### src/common/axis2axi_cfg.svh
`ifndef AXIS2AXI_CFG_SVH
`define AXIS2AXI_CFG_SVH

// Byte address and word length width
// Kept at 13 or above so the 4 KB split stays in the design
`define AXI_ADDR_W 16

// Only 4-byte beats
`define AXI_DATA_W 32

// Width of arlen
`define AXI_LEN_W 8

// log2 of the longest burst, 16 beats
`define BURST_W 4

// Memory word address, 8 KB in total
`define MEM_ADDR_W 11

`endif

### src/common/axi_pkg.sv
`default_nettype none

package axi_pkg;

   // arburst encodings
   typedef enum logic [1:0] {
      BURST_FIXED = 2'b00,
      BURST_INCR  = 2'b01,
      BURST_WRAP  = 2'b10
   } axi_burst_t;

   // arsize, bytes per beat as a power of two
   typedef enum logic [2:0] {
      SIZE_1B   = 3'd0,
      SIZE_2B   = 3'd1,
      SIZE_4B   = 3'd2,
      SIZE_8B   = 3'd3,
      SIZE_16B  = 3'd4,
      SIZE_32B  = 3'd5,
      SIZE_64B  = 3'd6,
      SIZE_128B = 3'd7
   } axi_size_t;

endpackage

`default_nettype wire

### src/common/dma_pkg.sv
`default_nettype none

package dma_pkg;

   // Read engine states
   typedef enum logic [1:0] {
      WAIT_START  = 2'd0,
      BEGIN_LOCAL = 2'd1,
      TRANSFER    = 2'd2,
      END_LOCAL   = 2'd3
   } rd_state_t;

endpackage

`default_nettype wire

### src/axis2axi/axis2axi_out.sv
`timescale 1ns/10ps
`default_nettype none

`include "axis2axi_cfg.svh"

module axis2axi_out (
   input  wire                      clk_i,
   input  wire                      reset_i,

   // Transfer request
   input  wire  [`AXI_ADDR_W-1:0]   config_addr_i,
   input  wire  [`AXI_ADDR_W-1:0]   config_length_i,
   input  wire                      config_valid_i,
   output logic                     config_ready_o,

   // AR channel
   output logic [`AXI_ADDR_W-1:0]   axi_araddr_o,
   output logic [`AXI_LEN_W-1:0]    axi_arlen_o,
   output axi_pkg::axi_size_t       axi_arsize_o,
   output axi_pkg::axi_burst_t      axi_arburst_o,
   output logic                     axi_arvalid_o,
   input  wire                      axi_arready_i,

   // R channel
   input  wire  [`AXI_DATA_W-1:0]   axi_rdata_i,
   input  wire                      axi_rlast_i,
   input  wire                      axi_rvalid_i,
   output logic                     axi_rready_o,

   // Stream out
   output logic [`AXI_DATA_W-1:0]   stream_data_o,
   output logic                     stream_valid_o,
   input  wire                      stream_ready_i
);

   import axi_pkg::*;
   import dma_pkg::*;

   localparam int ADDR_W = `AXI_ADDR_W;
   localparam int LEN_W  = `AXI_LEN_W;

   rd_state_t              state_q;
   logic [`AXI_ADDR_W-1:0] addr_q;
   logic [`AXI_ADDR_W-1:0] remain_q;
   logic [`AXI_LEN_W-1:0]  arlen_q;
   logic [`BURST_W:0]      burst_size;
   logic [`AXI_ADDR_W-1:0] burst_bytes;
   logic                   last_beat;

   burst_len_calc u_burst_len_calc (
      .address_i    (addr_q),
      .remaining_i  (remain_q),
      .burst_size_o (burst_size)
   );

   // Final beat of the current burst leaves the R channel
   assign last_beat = (state_q == END_LOCAL) && axi_rvalid_i && stream_ready_i && axi_rlast_i;

   // Bytes covered by the burst in flight
   assign burst_bytes = (ADDR_W'(arlen_q) + 1'b1) << 2;

   always_ff @(posedge clk_i) begin
      if (reset_i) begin
         state_q <= WAIT_START;
      end else begin
         case (state_q)
            WAIT_START: begin
               // Zero length is taken and dropped here
               if (config_valid_i && (config_length_i != '0)) begin
                  state_q <= BEGIN_LOCAL;
               end
            end
            BEGIN_LOCAL: begin
               state_q <= TRANSFER;
            end
            TRANSFER: begin
               if (axi_arready_i) begin
                  state_q <= END_LOCAL;
               end
            end
            END_LOCAL: begin
               if (last_beat) begin
                  state_q <= (remain_q == '0) ? WAIT_START : BEGIN_LOCAL;
               end
            end
            default: begin
               state_q <= WAIT_START;
            end
         endcase
      end
   end

   // Address, word count and burst length
   always_ff @(posedge clk_i) begin
      if ((state_q == WAIT_START) && config_valid_i) begin
         addr_q   <= config_addr_i;
         remain_q <= config_length_i;
      end
      if (state_q == BEGIN_LOCAL) begin
         remain_q <= remain_q - ADDR_W'(burst_size);
         arlen_q  <= LEN_W'(burst_size - 1'b1);
      end
      if (last_beat) begin
         addr_q <= addr_q + burst_bytes;
      end
   end

   assign config_ready_o = (state_q == WAIT_START);

   assign axi_araddr_o  = addr_q;
   assign axi_arlen_o   = arlen_q;
   assign axi_arsize_o  = SIZE_4B;
   assign axi_arburst_o = BURST_INCR;
   assign axi_arvalid_o = (state_q == TRANSFER);

   // Zero latency path, stream back-pressure stalls R directly
   assign axi_rready_o   = (state_q == END_LOCAL) && stream_ready_i;
   assign stream_valid_o = (state_q == END_LOCAL) && axi_rvalid_i;
   assign stream_data_o  = axi_rdata_i;

endmodule

`default_nettype wire

### src/axis2axi/burst_len_calc.sv
`timescale 1ns/10ps
`default_nettype none

`include "axis2axi_cfg.svh"

module burst_len_calc (
   input  wire  [`AXI_ADDR_W-1:0] address_i,
   input  wire  [`AXI_ADDR_W-1:0] remaining_i,
   output logic [`BURST_W:0]      burst_size_o
);

   localparam int ADDR_W    = `AXI_ADDR_W;
   localparam int SIZE_W    = `BURST_W + 1;
   localparam int MAX_BURST = 2 ** `BURST_W;

   logic [`BURST_W:0] capped_size;

   // Remaining words, capped at the longest burst
   always_comb begin
      if (remaining_i >= ADDR_W'(MAX_BURST)) begin
         capped_size = SIZE_W'(MAX_BURST);
      end else begin
         capped_size = remaining_i[`BURST_W:0];
      end
   end

   generate
      if (ADDR_W >= 13) begin : g_boundary
         logic [12:0] words_to_line;

         // Words left before the next 4 KB line
         assign words_to_line = (13'h1000 - {1'b0, address_i[11:0]}) >> 2;

         always_comb begin
            if (capped_size > words_to_line) begin
               burst_size_o = words_to_line[`BURST_W:0];
            end else begin
               burst_size_o = capped_size;
            end
         end
      end else begin : g_no_boundary
         assign burst_size_o = capped_size;
      end
   endgenerate

endmodule

`default_nettype wire

### config.mk
export PLATFORM = sky130hd
export DESIGN_NAME = axis2axi_out
export DESIGN_NICKNAME = d
export VERILOG_FILES = /design/src/common/axi_pkg.sv /design/src/common/dma_pkg.sv /design/src/axis2axi/axis2axi_out.sv /design/src/axis2axi/burst_len_calc.sv
export VERILOG_INCLUDE_DIRS = /design/src /design/src/common
export SDC_FILE = /design/constraint.sdc
export NUM_CORES = 1
export LEC_CHECK = 0
export ABC_CLOCK_PERIOD_IN_PS = 6400
export BUFFER_PORTS_ARGS = -buffer_cell sky130_fd_sc_hd__buf_2
export CAP_MARGIN = 20
export CORE_MARGIN = 4
export CORE_UTILIZATION = 50
export CTS_BUF_LIST = sky130_fd_sc_hd__clkbuf_4 sky130_fd_sc_hd__clkbuf_8
export DETAILED_ROUTE_END_ITERATION = 12
export HOLD_SLACK_MARGIN = 0.03
export PLACE_DENSITY = 0.82
export RECOVER_POWER = 25
export SLEW_MARGIN = 40
export SYNTH_ARGS = -nofsm -noshare
export SYNTH_HDL_FRONTEND = slang
export SYNTH_SLANG_ARGS = --single-unit
export TNS_END_PERCENT = 1
### constraint.sdc
create_clock -name clk_i -period 6.4 [get_ports clk_i]
set_input_delay 0.32 -clock clk_i [delete_from_list [all_inputs] [get_ports clk_i]]
set_output_delay 0.32 -clock clk_i [all_outputs]
set_load 0.01 [all_outputs]
==> Implementation_results.wiki, run 1 <==
{| class="wikitable"
! Metric !! Value
|-
| Half-perimeter wire length of the detailed placement result || 5.76 mm
|-
| Reg2reg setup slack || 1.29 ns
|-
| Startpoint of the most critical hold path || reset_i
|-
| Number of distinct library cells after synthesis || 53
|-
| Setup CP Type || reg -> reg
|-
| Number of global-route vias before repair || 2,634
|-
| Worst-case headroom to the max-slew limit || 0.532
|-
| Effective utilization at floorplan || 0.527
|-
| Vias per std cell || 5.70
|-
| TritonCTS clock tree || built
|-
| Commonest register cell after synthesis || edfxtp_1
|-
| Drt wl/cell || 15.1 um
|-
| EDFF count, synth || 38
|-
| Setup TNS || 0 ns
|-
| Destination of the worst register-to-register timing path || remain_q[13]
|-
| R2R depth || 19
|-
| Cell area after synthesis || 3430 um2
|-
| Leak pwr || 1.56 nW
|-
| Initial DRC Count || 149
|-
| WL final || 7.28 mm
|-
| Drt first pass iters || 5
|-
| Worst clock skew || 0.0124 ns
|-
| Leading cell type in the layout, fill and taps excluded || buf_2
|-
| Data arrival time of the critical path || 5.14 ns
|-
| Count of endpoints failing setup in the final report || 0
|-
| Layout Cells excl Fill || 482
|-
| Post-cts sizing count || 0
|-
| Count of standard-cell rows || 29
|-
| Remaining number of nets flagged by the antenna check after routing || 0
|-
| Final min period || 5.11 ns
|-
| Chip Height || 90.8 um
|-
| Gp weighted congestion || 0.857
|-
| Number of cells after detailed placement || 474
|-
| Worst Hold Path EP || state_q[1]
|-
| Fmax || 196 MHz
|-
| Post-layout nets || 500
|-
| Die Wd || 90.8 um
|-
| Run status || completed
|-
| Grt ovf || 0
|-
| Type of origin of the critical path || register
|-
| Clock H-tree levels || 2
|-
| Number of sinks on the clock net || 40
|-
| Startpoint of the worst-slack reg-to-reg timing path || remain_q[6]
|-
| Fillers || 558
|-
| Number of endpoints with negative hold slack in the final report || 0
|-
| DRC Markers || 0
|-
| Reported max-cap violation count || 0
|-
| Worst ir drop on vdd || 0.155 mV
|-
| Antenna cell count || 0
|-
| Post-CTS setup buffer count || 0
|-
| Mean instance size in the synthesized netlist || 9.18 um2
|-
| Final Worst Setup Slack || 1.29 ns
|-
| Cell depth of the worst min-delay path || 2
|-
| Number of synthesized register bits || 40
|-
| Highest-count cells in the layout ignoring fill and taps || 64 x buf_2, 40 x nand2_1, 38 x edfxtp_1
|-
| Power per cell area || 390 nW/um2
|-
| Longest Clk Path Bufs || 2
|-
| Area Growth Syn to Fin || 6.14%
|-
| Layout cell share with drive strength beyond 1 || 0.227
|-
| Antenna violations before repair || 0
|-
| Number of CTS-inserted buffers || 5
|-
| Worst Setup End Kind || register
|-
| Share of synthesized registers carrying an async set or reset || 0
|-
| Hold-fix buffers, CTS || 0
|-
| Port bufs || 66
|-
| Tcrit/Tclk final || 0.799
|-
| Setup slack at placement || 1.35 ns
|-
| Proportion of synthesized chip area in sequential cells || 0.345
|-
| Top-level I/O count || 136
|-
| Mapped Cells || 373
|-
| Via count || 2,746
|-
| Peak fanout along the critical path || 6
|-
| Overall Global Routing Usage || 0.178
|-
| Synth warnings || 0
|-
| Tightest Pin Transition || 0.701 ns
|-
| Fraction of the core area covered by cells at the end of the flow || 0.560
|-
| Required time at the endpoint of the critical path || 6.43 ns
|-
| Number of pins with negative max-slew slack in the final report || 0
|-
| Hold Crit Class || in -> reg
|-
| Placeable core region || 6490 um2
|-
| Latest clock arrival within the worst-skew pair || 0.30 ns
|-
| Die area || 8240 um2
|-
| Wire length of the first global-routing pass || 12.1 mm
|-
| Pin count of the biggest net entering global routing || 37
|-
| Setup repair after global routing missed its margin || false
|-
| Clock Tree Root || clkbuf_8
|-
| Clock transition at the registers of the reported paths || 0.08 ns
|}
layout make-up:
class                   count  area, um2  share of cell area
inverters                  18       67.6              0.0186
clock buffers               5       68.8              0.0189
repair buffers             68        343              0.0943
multi-input cells         271       1870               0.513
flip-flops and latches     40       1180               0.325
clock inverters             3       13.8             0.00379
well taps                  77       96.3              0.0265
state kept, by name, indices dropped and copies added (netlist names):
name and flops:
state_q 2, remain_q 16, axi_arlen_o 6, axi_araddr_o 16
cell usage after synthesis, drive strengths merged (8+ instances only):
cell type	number	area [um2]
nand3	15	80.1
inv	18	67.6
nor2	26	100
o21ai	25	129
nor3	10	50.1
edfxtp	38	1140
and3	8	50.1
nor4	8	86.3
ha	23	288
xor2	13	114
nand2	40	150
xnor2	13	114
and2	8	50.1
buf	40	297
a21oi	19	95.1
worst max-delay path by stage:
stage	startpoint	end	slack, ns	cells after the start
2_1_floorplan	axi_araddr_o[3]	remain_q[6]	1.76	19
3_3_place_gp	remain_q[6]	remain_q[13]	1.56	19
3_5_place_dp	remain_q[6]	remain_q[6]	1.35	17
4_1_cts	remain_q[6]	remain_q[13]	1.32	19
5_1_grt	remain_q[6]	remain_q[6]	0.98	19
6_report	remain_q[6]	remain_q[13]	1.29	19
worst max-delay path, stage by stage, from the launching register on:
cell,delay (ns)
edfxtp_1,0.49
nor4_4,0.44
nand3_2,0.18
nor4_4,0.29
inv_1,0.13
nor2_1,0.12
ha_1,0.25
and3_1,0.18
and3_1,0.22
a211oi_4,0.37
nand2_1,0.17
a21oi_1,0.43
ha_1,0.33
a21o_1,0.18
a21o_1,0.20
o31ai_1,0.09
o21ai_2,0.10
maj3_2,0.35
mux2_2,0.23
o221ai_1,0.09
power breakdown:
part / switching, W / internal, W
combinational: 0.000411 / 0.000293
sequential: 0.000120 / 0.000431
clock: 0.0000907 / 0.0000741
total: 0.000621 / 0.000799
per-stage QoR:
step	cell area [um2]	hold slack (ns)	total power, W
detailed placement	3560	0.509	0.00126
global route	3640	0.189	0.00153
global placement	3560	0.506	0.00123
CTS	3640	0.185	0.00142
finish	3640	0.188	0.00142
floorplan	3440	0.392	0.00109
logic make-up after synthesis:
kind of cell | Yosys count | synth area share
XOR/XNOR | 26 | 0.0665
adder cells (fa/ha/maj) | 26 | 0.0990
flip-flops | 40 | 0.345
buffers and inverters | 65 | 0.114
AND/OR/NAND/NOR | 127 | 0.188
AO/OA/AOI/OAI | 80 | 0.163
other | 2 | 0.00219
multiplexers | 7 | 0.0226
per-layer routing:
| metal | GRT usage | up-vias | wire [um] |
|---|---|---|---|
| met5 | 0 | - | 0 |
| met4 | 0.0590 | 0 | 115 |
| met3 | 0.0500 | 17 | 565 |
| met2 | 0.314 | 111 | 3590 |
| met1 | 0.208 | 1262 | 3010 |
| li1 | - | 1356 | - |
No activity file was read; power rests on OpenSTA's default activity.
==> inputs of run 2 (changes only) <==
--- a/config.mk
+++ b/config.mk
@@ -6,7 +6,8 @@
 export SDC_FILE = /design/constraint.sdc
 export NUM_CORES = 1
 export LEC_CHECK = 0
-export ABC_CLOCK_PERIOD_IN_PS = 6400
+export ABC_AREA = 1
+export ABC_CLOCK_PERIOD_IN_PS = 5100
 export BUFFER_PORTS_ARGS = -buffer_cell sky130_fd_sc_hd__buf_2
 export CAP_MARGIN = 20
 export CORE_MARGIN = 4
@@ -14,7 +15,7 @@
 export CTS_BUF_LIST = sky130_fd_sc_hd__clkbuf_4 sky130_fd_sc_hd__clkbuf_8
 export DETAILED_ROUTE_END_ITERATION = 12
 export HOLD_SLACK_MARGIN = 0.03
-export PLACE_DENSITY = 0.82
+export PLACE_DENSITY = 0.81
 export RECOVER_POWER = 25
 export SLEW_MARGIN = 40
 export SYNTH_ARGS = -nofsm -noshare
==> constraint.sdc (replaced) <==
create_clock -name clk_i -period 5.1 [get_ports clk_i]
set_input_delay 0.255 -clock clk_i [delete_from_list [all_inputs] [get_ports clk_i]]
set_output_delay 0.255 -clock clk_i [all_outputs]
set_load 0.01 [all_outputs]
==> Implementation_results.wiki, run 2 <==
{| class="wikitable"
! Metric !! Value
|-
| Run status || completed (unchanged)
|-
| Hold Crit Class || in -> reg (unchanged)
|-
| Placement-stage cell area || 3830 um2 (was 3560 um2)
|-
| Clock Tree Root || clkbuf_8 (unchanged)
|-
| Number of CTS-inserted buffers || 5 (unchanged)
|-
| Initial DRC Count || 209 (was 149)
|-
| Via count || 3,191 (was 2,746)
|-
| Worst Setup End Kind || register (unchanged)
|-
| Mapped Cells || 488 (was 373)
|-
| Required time at the endpoint of the critical path || 5.16 ns (was 6.43 ns)
|-
| Startpoint of the most critical hold path || reset_i (unchanged)
|-
| Wire length of the first global-routing pass || 13.4 mm (was 12.1 mm)
|-
| Highest-count cells in the layout ignoring fill and taps || 127 x nand2_1, 64 x buf_2, 59 x inv_1 (was 64 x buf_2, 40 x nand2_1, 38 x edfxtp_1)
|-
| Cell depth of the worst min-delay path || 2 (unchanged)
|-
| Leading cell type in the layout, fill and taps excluded || nand2_1 (was buf_2)
|-
| Synth top cells by count || 127 x nand2_1, 59 x inv_1, 46 x nor2_1 (was 40 x nand2_1, 39 x buf_4, 38 x edfxtp_1)
|-
| Cell type contributing the most total cell area after synthesis || edfxtp_1 (unchanged)
|-
| Die area || 8820 um2 (was 8240 um2)
|-
| Fmax || 243 MHz (was 196 MHz)
|-
| Antenna violations before repair || 0 (unchanged)
|-
| Reg2reg setup slack || 0.98 ns (was 1.29 ns)
|-
| Grt ovf || 0 (unchanged)
|-
| Total power draw || 0.00189 W (was 0.00142 W)
|-
| Setup CP Type || reg -> reg (unchanged)
|-
| Worst-case headroom to the max-slew limit || 0.535 (was 0.532)
|-
| Worst clock skew || 0.0133 ns (was 0.0124 ns)
|-
| Post-cts sizing count || 0 (unchanged)
|-
| Placeable core region || 7210 um2 (was 6490 um2)
|-
| Destination of the worst register-to-register timing path || remain_q[11] (was remain_q[13])
|-
| Tightest Pin Transition || 0.696 ns (was 0.701 ns)
|-
| Most prevalent standard cell on the critical path || nand2_1
|-
| Cell area after synthesis || 3690 um2 (was 3430 um2)
|-
| Final min period || 4.12 ns (was 5.11 ns)
|-
| Proportion of synthesized chip area in sequential cells || 0.320 (was 0.345)
|-
| Drt wl/cell || 13.4 um (was 15.1 um)
|-
| TritonCTS clock tree || built (unchanged)
|-
| Synth warnings || 0 (unchanged)
|-
| Share of synthesized registers carrying an async set or reset || 0 (unchanged)
|-
| Top cell type's share of synthesized area || 0.309 (was 0.333)
|-
| Setup TNS || 0 ns (unchanged)
|-
| DRC Markers || 0 (unchanged)
|-
| Half-perimeter wire length of the detailed placement result || 6.59 mm (was 5.76 mm)
|-
| Data arrival time of the critical path || 4.18 ns (was 5.14 ns)
|-
| Worst ir drop on vdd || 0.269 mV (was 0.155 mV)
|-
| Leak pwr || 1.93 nW (was 1.56 nW)
|-
| Slowest library cell on the worst path || edfxtp_1 (unchanged)
|-
| Vias per std cell || 5.15 (was 5.70)
|-
| Latest clock arrival within the worst-skew pair || 0.30 ns (about the same)
|-
| Type of origin of the critical path || register (unchanged)
|-
| Top-level I/O count || 136 (unchanged)
|-
| Power per cell area || 482 nW/um2 (was 390 nW/um2)
|-
| Setup repair after global routing missed its margin || false (unchanged)
|-
| Die Wd || 93.9 um (was 90.8 um)
|-
| Post-route cell area || 3920 um2 (was 3640 um2)
|-
| Effective utilization at floorplan || 0.512 (was 0.527)
|-
| Delay of the slowest critical-path stage || 0.45 ns (was 0.49 ns)
|-
| WL final || 8.30 mm (was 7.28 mm)
|-
| Area Growth Syn to Fin || 6.10% (was 6.14%)
|-
| Post-layout nets || 616 (was 500)
|-
| Mean instance size in the synthesized netlist || 7.57 um2 (was 9.18 um2)
|-
| Chip Height || 93.9 um (was 90.8 um)
|-
| Commonest register cell after synthesis || edfxtp_1 (unchanged)
|-
| Count of standard-cell rows || 31 (was 29)
|-
| EDFF count, synth || 38 (unchanged)
|-
| Drt first pass iters || 5 (unchanged)
|-
| Number of distinct library cells after synthesis || 40 (was 53)
|-
| Number of global-route vias before repair || 3,030 (was 2,634)
|-
| Longest Clk Path Bufs || 2 (unchanged)
|-
| Antenna cell count || 0 (unchanged)
|-
| Gp weighted congestion || 0.919 (was 0.857)
|-
| Peak fanout along the critical path || 9 (was 6)
|-
| Port bufs || 66 (unchanged)
|-
| Overall Global Routing Usage || 0.190 (was 0.178)
|-
| Number of endpoints with negative hold slack in the final report || 0 (unchanged)
|-
| Startpoint of the worst-slack reg-to-reg timing path || remain_q[8] (was remain_q[6])
|-
| Number of synthesized register bits || 40 (unchanged)
|-
| Tcrit/Tclk final || 0.807 (was 0.799)
|-
| Number of pins with negative max-slew slack in the final report || 0 (unchanged)
|-
| Clock H-tree levels || 2 (unchanged)
|-
| Clock transition at the registers of the reported paths || 0.08 ns (about the same)
|-
| Pin count of the biggest net entering global routing || 25 (was 37)
|-
| Layout cell share with drive strength beyond 1 || 0.205 (was 0.227)
|-
| Top-count cell post-synth || nand2_1 (unchanged)
|-
| Number of sinks on the clock net || 40 (unchanged)
|-
| Count of endpoints failing setup in the final report || 0 (unchanged)
|-
| Post-CTS setup buffer count || 0 (unchanged)
|-
| Worst Hold Path EP || state_q[0] (was state_q[1])
|-
| R2R depth || 26 (was 19)
|-
| Hold-fix buffers, CTS || 0 (unchanged)
|-
| Synth area leaders || edfxtp_1 31%, nand2_1 13%, buf_4 8.1% (was edfxtp_1 33%, buf_4 8.5%, ha_1 8.4%)
|-
| Remaining number of nets flagged by the antenna check after routing || 0 (unchanged)
|-
| Reported max-cap violation count || 0 (unchanged)
|}
run 2: cell count changes in the layout (fill, tap and decap cells not counted), sizes merged, moves of 9 or more:
cell,change
nand4,+9
nor2,+26
nand2,+99
nand3,+23
inv,+43
run 2: cells by family (layout without fill, tap and decap cells):
logic type,after synthesis,after routing,share of synthesized area
simple gates,255,255,0.329
buf+inv,106,136,0.153
compound gates,46,46,0.0742
flops,40,40,0.320
fa+ha+maj,25,25,0.0888
xor+xnor,14,14,0.0332
other cells,2,5,0.00203
run 2: worst max-delay path by stage:
stage                     from            to  cells after the start
2_1_floorplan  axi_araddr_o[3]  remain_q[11]                     26
3_3_place_gp       remain_q[8]  remain_q[11]                     26
3_5_place_dp   axi_araddr_o[3]  remain_q[11]                     26
4_1_cts        axi_araddr_o[3]  remain_q[11]                     26
5_1_grt            remain_q[8]  remain_q[10]                     26
6_report           remain_q[8]  remain_q[11]                     26
run 2: layout make-up:
cell class / count / area [um2]
clock buffers: 6 / 76.3
well taps: 99 / 124
clock inverters: 2 / 11.3
multi-input cells: 345 / 1960
inverters: 62 / 233
repair buffers: 66 / 328
flip-flops and latches: 40 / 1180
fillers: 692 / 3300
run 2: worst max-delay path: cells and delay by family (launching register included):
family,cells,cell delay (ns)
buf+inv,2,0.13
simple gates,18,1.79
flops,1,0.45
fa+ha+maj,2,0.61
compound gates,4,0.88
run 2: through the flow:
stage                     hold WS, ns  utilization  cells  worst slack [ns]
final                           0.131        0.543    620             0.985
after global routing            0.123        0.543    620             0.562
after CTS                       0.129        0.543    620             0.972
after global placement          0.438        0.530    612              1.12
after detailed placement        0.447        0.531    612             0.990
after floorplan                 0.324            -    491              1.47
run 2: where the power goes:
group	internal [W]	total, W	switching, W
combinational	0.000353	0.00101	0.000654
clock	0.000100	0.000220	0.000119
sequential	0.000541	0.000664	0.000123
run 2: routing by layer:
metal	up-vias	track usage	part of all wire
met1	1436	0.249	0.44
met3	18	0.0465	0.076
met4	0	0.0734	0.020
met2	125	0.303	0.47
met5	-	0	0
li1	1612	-	-
==> inputs of run 3 (changes only) <==
--- a/config.mk
+++ b/config.mk
@@ -7,15 +7,15 @@
 export NUM_CORES = 1
 export LEC_CHECK = 0
 export ABC_AREA = 1
-export ABC_CLOCK_PERIOD_IN_PS = 5100
+export ABC_CLOCK_PERIOD_IN_PS = 3500
 export BUFFER_PORTS_ARGS = -buffer_cell sky130_fd_sc_hd__buf_2
 export CAP_MARGIN = 20
 export CORE_MARGIN = 4
-export CORE_UTILIZATION = 50
+export CORE_UTILIZATION = 47
 export CTS_BUF_LIST = sky130_fd_sc_hd__clkbuf_4 sky130_fd_sc_hd__clkbuf_8
 export DETAILED_ROUTE_END_ITERATION = 12
 export HOLD_SLACK_MARGIN = 0.03
-export PLACE_DENSITY = 0.81
+export PLACE_DENSITY = 0.8
 export RECOVER_POWER = 25
 export SLEW_MARGIN = 40
 export SYNTH_ARGS = -nofsm -noshare
==> constraint.sdc (replaced) <==
create_clock -name clk_i -period 3.5 [get_ports clk_i]
set_input_delay 0.175 -clock clk_i [delete_from_list [all_inputs] [get_ports clk_i]]
set_output_delay 0.175 -clock clk_i [all_outputs]
set_load 0.01 [all_outputs]
==> Implementation_results.wiki, run 3 (same netlist as run 2, synthesis figures left out) <==
{| class="wikitable"
! Metric !! Value
|-
| Initial DRC Count || 253 (was 209)
|-
| Clock Tree Root || clkbuf_8 (unchanged)
|-
| Effective utilization at floorplan || 0.480 (was 0.512)
|-
| Tcrit/Tclk final || 1.12 (was 0.807)
|-
| Number of global-route vias before repair || 3,287 (was 3,030)
|-
| Violated checks || setup timing
|-
| Minimum hold slack || 0.0457 ns (was 0.131 ns)
|-
| Pin count of the biggest net entering global routing || 25 (unchanged)
|-
| Chip Height || 96.6 um (was 93.9 um)
|-
| Area Growth Syn to Fin || 22.3% (was 6.10%)
|-
| Drt wl/cell || 14.5 um (was 13.4 um)
|-
| Total power draw || 0.00316 W (was 0.00189 W)
|-
| Setup CP Type || reg -> reg (unchanged)
|-
| Data arrival time of the critical path || 3.98 ns (was 4.18 ns)
|-
| Number of CTS-inserted buffers || 5 (unchanged)
|-
| Count of endpoints failing setup in the final report || 13 (was 0)
|-
| Vias per std cell || 5.18 (was 5.15)
|-
| Layout cell share with drive strength beyond 1 || 0.333 (was 0.205)
|-
| Clock transition at the registers of the reported paths || 0.08 ns (about the same)
|-
| Cell depth of the worst min-delay path || 2 (unchanged)
|-
| Worst Hold Path EP || state_q[0] (unchanged)
|-
| Peak fanout along the critical path || 6 (was 9)
|-
| Top-level I/O count || 136 (unchanged)
|-
| Number of sinks on the clock net || 40 (unchanged)
|-
| Via count || 3,499 (was 3,191)
|-
| Sequential Area || 1180 um2 (unchanged)
|-
| Die Wd || 96.6 um (was 93.9 um)
|-
| Fmax || 255 MHz (was 243 MHz)
|-
| Startpoint of the most critical hold path || reset_i (unchanged)
|-
| Run status || complete, but fails checks (was completed)
|-
| Remaining number of nets flagged by the antenna check after routing || 0 (unchanged)
|-
| Gp weighted congestion || 0.955 (was 0.919)
|-
| Startpoint of the worst-slack reg-to-reg timing path || remain_q[9] (was remain_q[8])
|-
| Setup repair after global routing missed its margin || true (was false)
|-
| Placeable core region || 7690 um2 (was 7210 um2)
|-
| Area occupied by multi-input gates || 2160 um2 (was 1960 um2)
|-
| Antenna violations before repair || 0 (unchanged)
|-
| Overall Global Routing Usage || 0.192 (was 0.190)
|-
| Delay of the slowest critical-path stage || 0.42 ns (was 0.45 ns)
|-
| Port bufs || 66 (unchanged)
|-
| Worst ir drop on vdd || 0.474 mV (was 0.269 mV)
|-
| Number of endpoints with negative hold slack in the final report || 0 (unchanged)
|-
| Setup slack at placement || -0.219 ns (was 0.990 ns)
|-
| Fraction of the core area covered by cells at the end of the flow || 0.588 (was 0.543)
|-
| Leak pwr || 2.21 nW (was 1.93 nW)
|-
| Clock H-tree levels || 2 (unchanged)
|-
| Drt first pass iters || 5 (unchanged)
|-
| Hold Crit Class || in -> reg (unchanged)
|-
| Longest Clk Path Bufs || 2 (unchanged)
|-
| TritonCTS clock tree || built (unchanged)
|-
| Final Worst Setup Slack || -0.419 ns (was 0.985 ns)
|-
| Worst clock skew || 0.0124 ns (was 0.0133 ns)
|-
| Grt ovf || 0 (unchanged)
|-
| Buffers & Inverters on Critical Path || 2 (unchanged)
|-
| WL final || 9.79 mm (was 8.30 mm)
|-
| Highest-count cells in the layout ignoring fill and taps || 119 x nand2_1, 66 x buf_2, 57 x inv_1 (was 127 x nand2_1, 64 x buf_2, 59 x inv_1)
|-
| Most prevalent standard cell on the critical path || nand2_1 (unchanged)
|-
| Number of pins with negative max-slew slack in the final report || 0 (unchanged)
|-
| Leading cell type in the layout, fill and taps excluded || nand2_1 (unchanged)
|-
| DRC Markers || 0 (unchanged)
|-
| Final min period || 3.92 ns (was 4.12 ns)
|-
| Reported max-cap violation count || 0 (unchanged)
|-
| Dominant delay contributor by cell family on the critical path || simple AND/OR/NAND/NOR gates (unchanged)
|-
| Die area || 9340 um2 (was 8820 um2)
|-
| Post-layout nets || 668 (was 616)
|-
| Worst Setup End Kind || register (unchanged)
|-
| Type of origin of the critical path || register (unchanged)
|-
| Wire length of the first global-routing pass || 15.1 mm (was 13.4 mm)
|-
| Worst-case headroom to the max-slew limit || 0.547 (was 0.535)
|-
| Count of standard-cell rows || 32 (was 31)
|-
| Latest clock arrival within the worst-skew pair || 0.30 ns (about the same)
|-
| Destination of the worst register-to-register timing path || remain_q[12] (was remain_q[11])
|-
| Fillers || 641 (was 692)
|-
| Half-perimeter wire length of the detailed placement result || 6.98 mm (was 6.59 mm)
|-
| Required time at the endpoint of the critical path || 3.56 ns (was 5.16 ns)
|-
| Power per cell area || 700 nW/um2 (was 482 nW/um2)
|-
| R2R depth || 26 (unchanged)
|-
| Tightest Pin Transition || 0.678 ns (was 0.696 ns)
|-
| Slowest library cell on the worst path || edfxtp_1 (unchanged)
|-
| Reg2reg setup slack || -0.42 ns (was 0.98 ns)
|-
| Antenna cell count || 0 (unchanged)
|}
[run 3: changes by cell type in the layout (fill, tap and decap cells not counted), moves of 4 or more]
cell	previous run	this run
a21oi_1	15	11
a21oi_2	0	4
buf_4	0	50
ha_1	22	16
ha_4	0	5
nand2_1	127	119
nand2_2	8	13
nor2_1	46	38
nor2_2	5	9
nor2_4	1	5
[run 3: power breakdown]
part | internal (W) | leakage, nW | switching, W
clock | 0.000156 | 0.0491 | 0.000169
sequential | 0.000787 | 0.370 | 0.000148
combinational | 0.000766 | 1.79 | 0.00114
total | 0.00171 | 2.21 | 0.00145
[run 3: worst register-to-register path, stage by stage (launching register included)]
cell	delay (ns)
edfxtp_1	0.42
nor2_2	0.15
nand2_1	0.10
nor2_2	0.19
nand2_4	0.14
nor2_4	0.17
ha_4	0.22
nand2_4	0.07
nor2_2	0.04
nand2_1	0.10
nand2_2	0.07
a21oi_4	0.19
nand3_4	0.16
nand2_2	0.13
o21ai_4	0.06
inv_1	0.08
ha_2	0.18
inv_2	0.05
fa_2	0.40
nand2_2	0.08
nand2_1	0.07
nand2_1	0.11
nand2_2	0.11
nand3_4	0.12
nand4_1	0.10
nand3_1	0.12
nand2_1	0.05
[run 3: timing repair]
item	in CTS	in global routing
hold buffers	0	0
endpoints found under the setup margin	12	15
pin swaps	7	30
gates resized for setup	10	26
buffers inserted	4	11
gates cloned	1	0
[run 3: layout make-up]
cell class,instances,share of cell area
Timing Repair Buffer,117,0.161
Multi-Input combinational cell,346,0.478
Clock buffer,7,0.0186
Tap cell,102,0.0283
Clock inverter,1,0.00111
Inverter,62,0.0515
Sequential cell,40,0.261
[run 3: through the flow]
stage,std cells,area (um2),setup TNS [ns]
finish,675,4520,-3.71
global route,675,4520,-6.65
detailed placement,651,4120,-1.63
floorplan,491,3720,-0.0223
CTS,664,4280,-0.724
global placement,651,4120,-0.216
[run 3: routing by layer]
layer | up-vias | part of all wire | track usage
met5 | - | 0 | 0
met4 | 0 | 0.026 | 0.0540
met3 | 38 | 0.068 | 0.0375
met2 | 152 | 0.49 | 0.333
met1 | 1590 | 0.41 | 0.242
li1 | 1719 | - | -
[run 3: how the worst max path moves through the flow]
stage | start | endpoint | slack [ns] | depth (start not counted)
2_1_floorplan | remain_q[8] | remain_q[11] | -0.02 | 26
3_3_place_gp | remain_q[8] | remain_q[5] | -0.07 | 24
3_5_place_dp | remain_q[13] | remain_q[11] | -0.22 | 27
4_1_cts | remain_q[12] | remain_q[11] | -0.12 | 27
5_1_grt | remain_q[11] | remain_q[10] | -0.66 | 27
6_report | remain_q[9] | remain_q[12] | -0.42 | 26
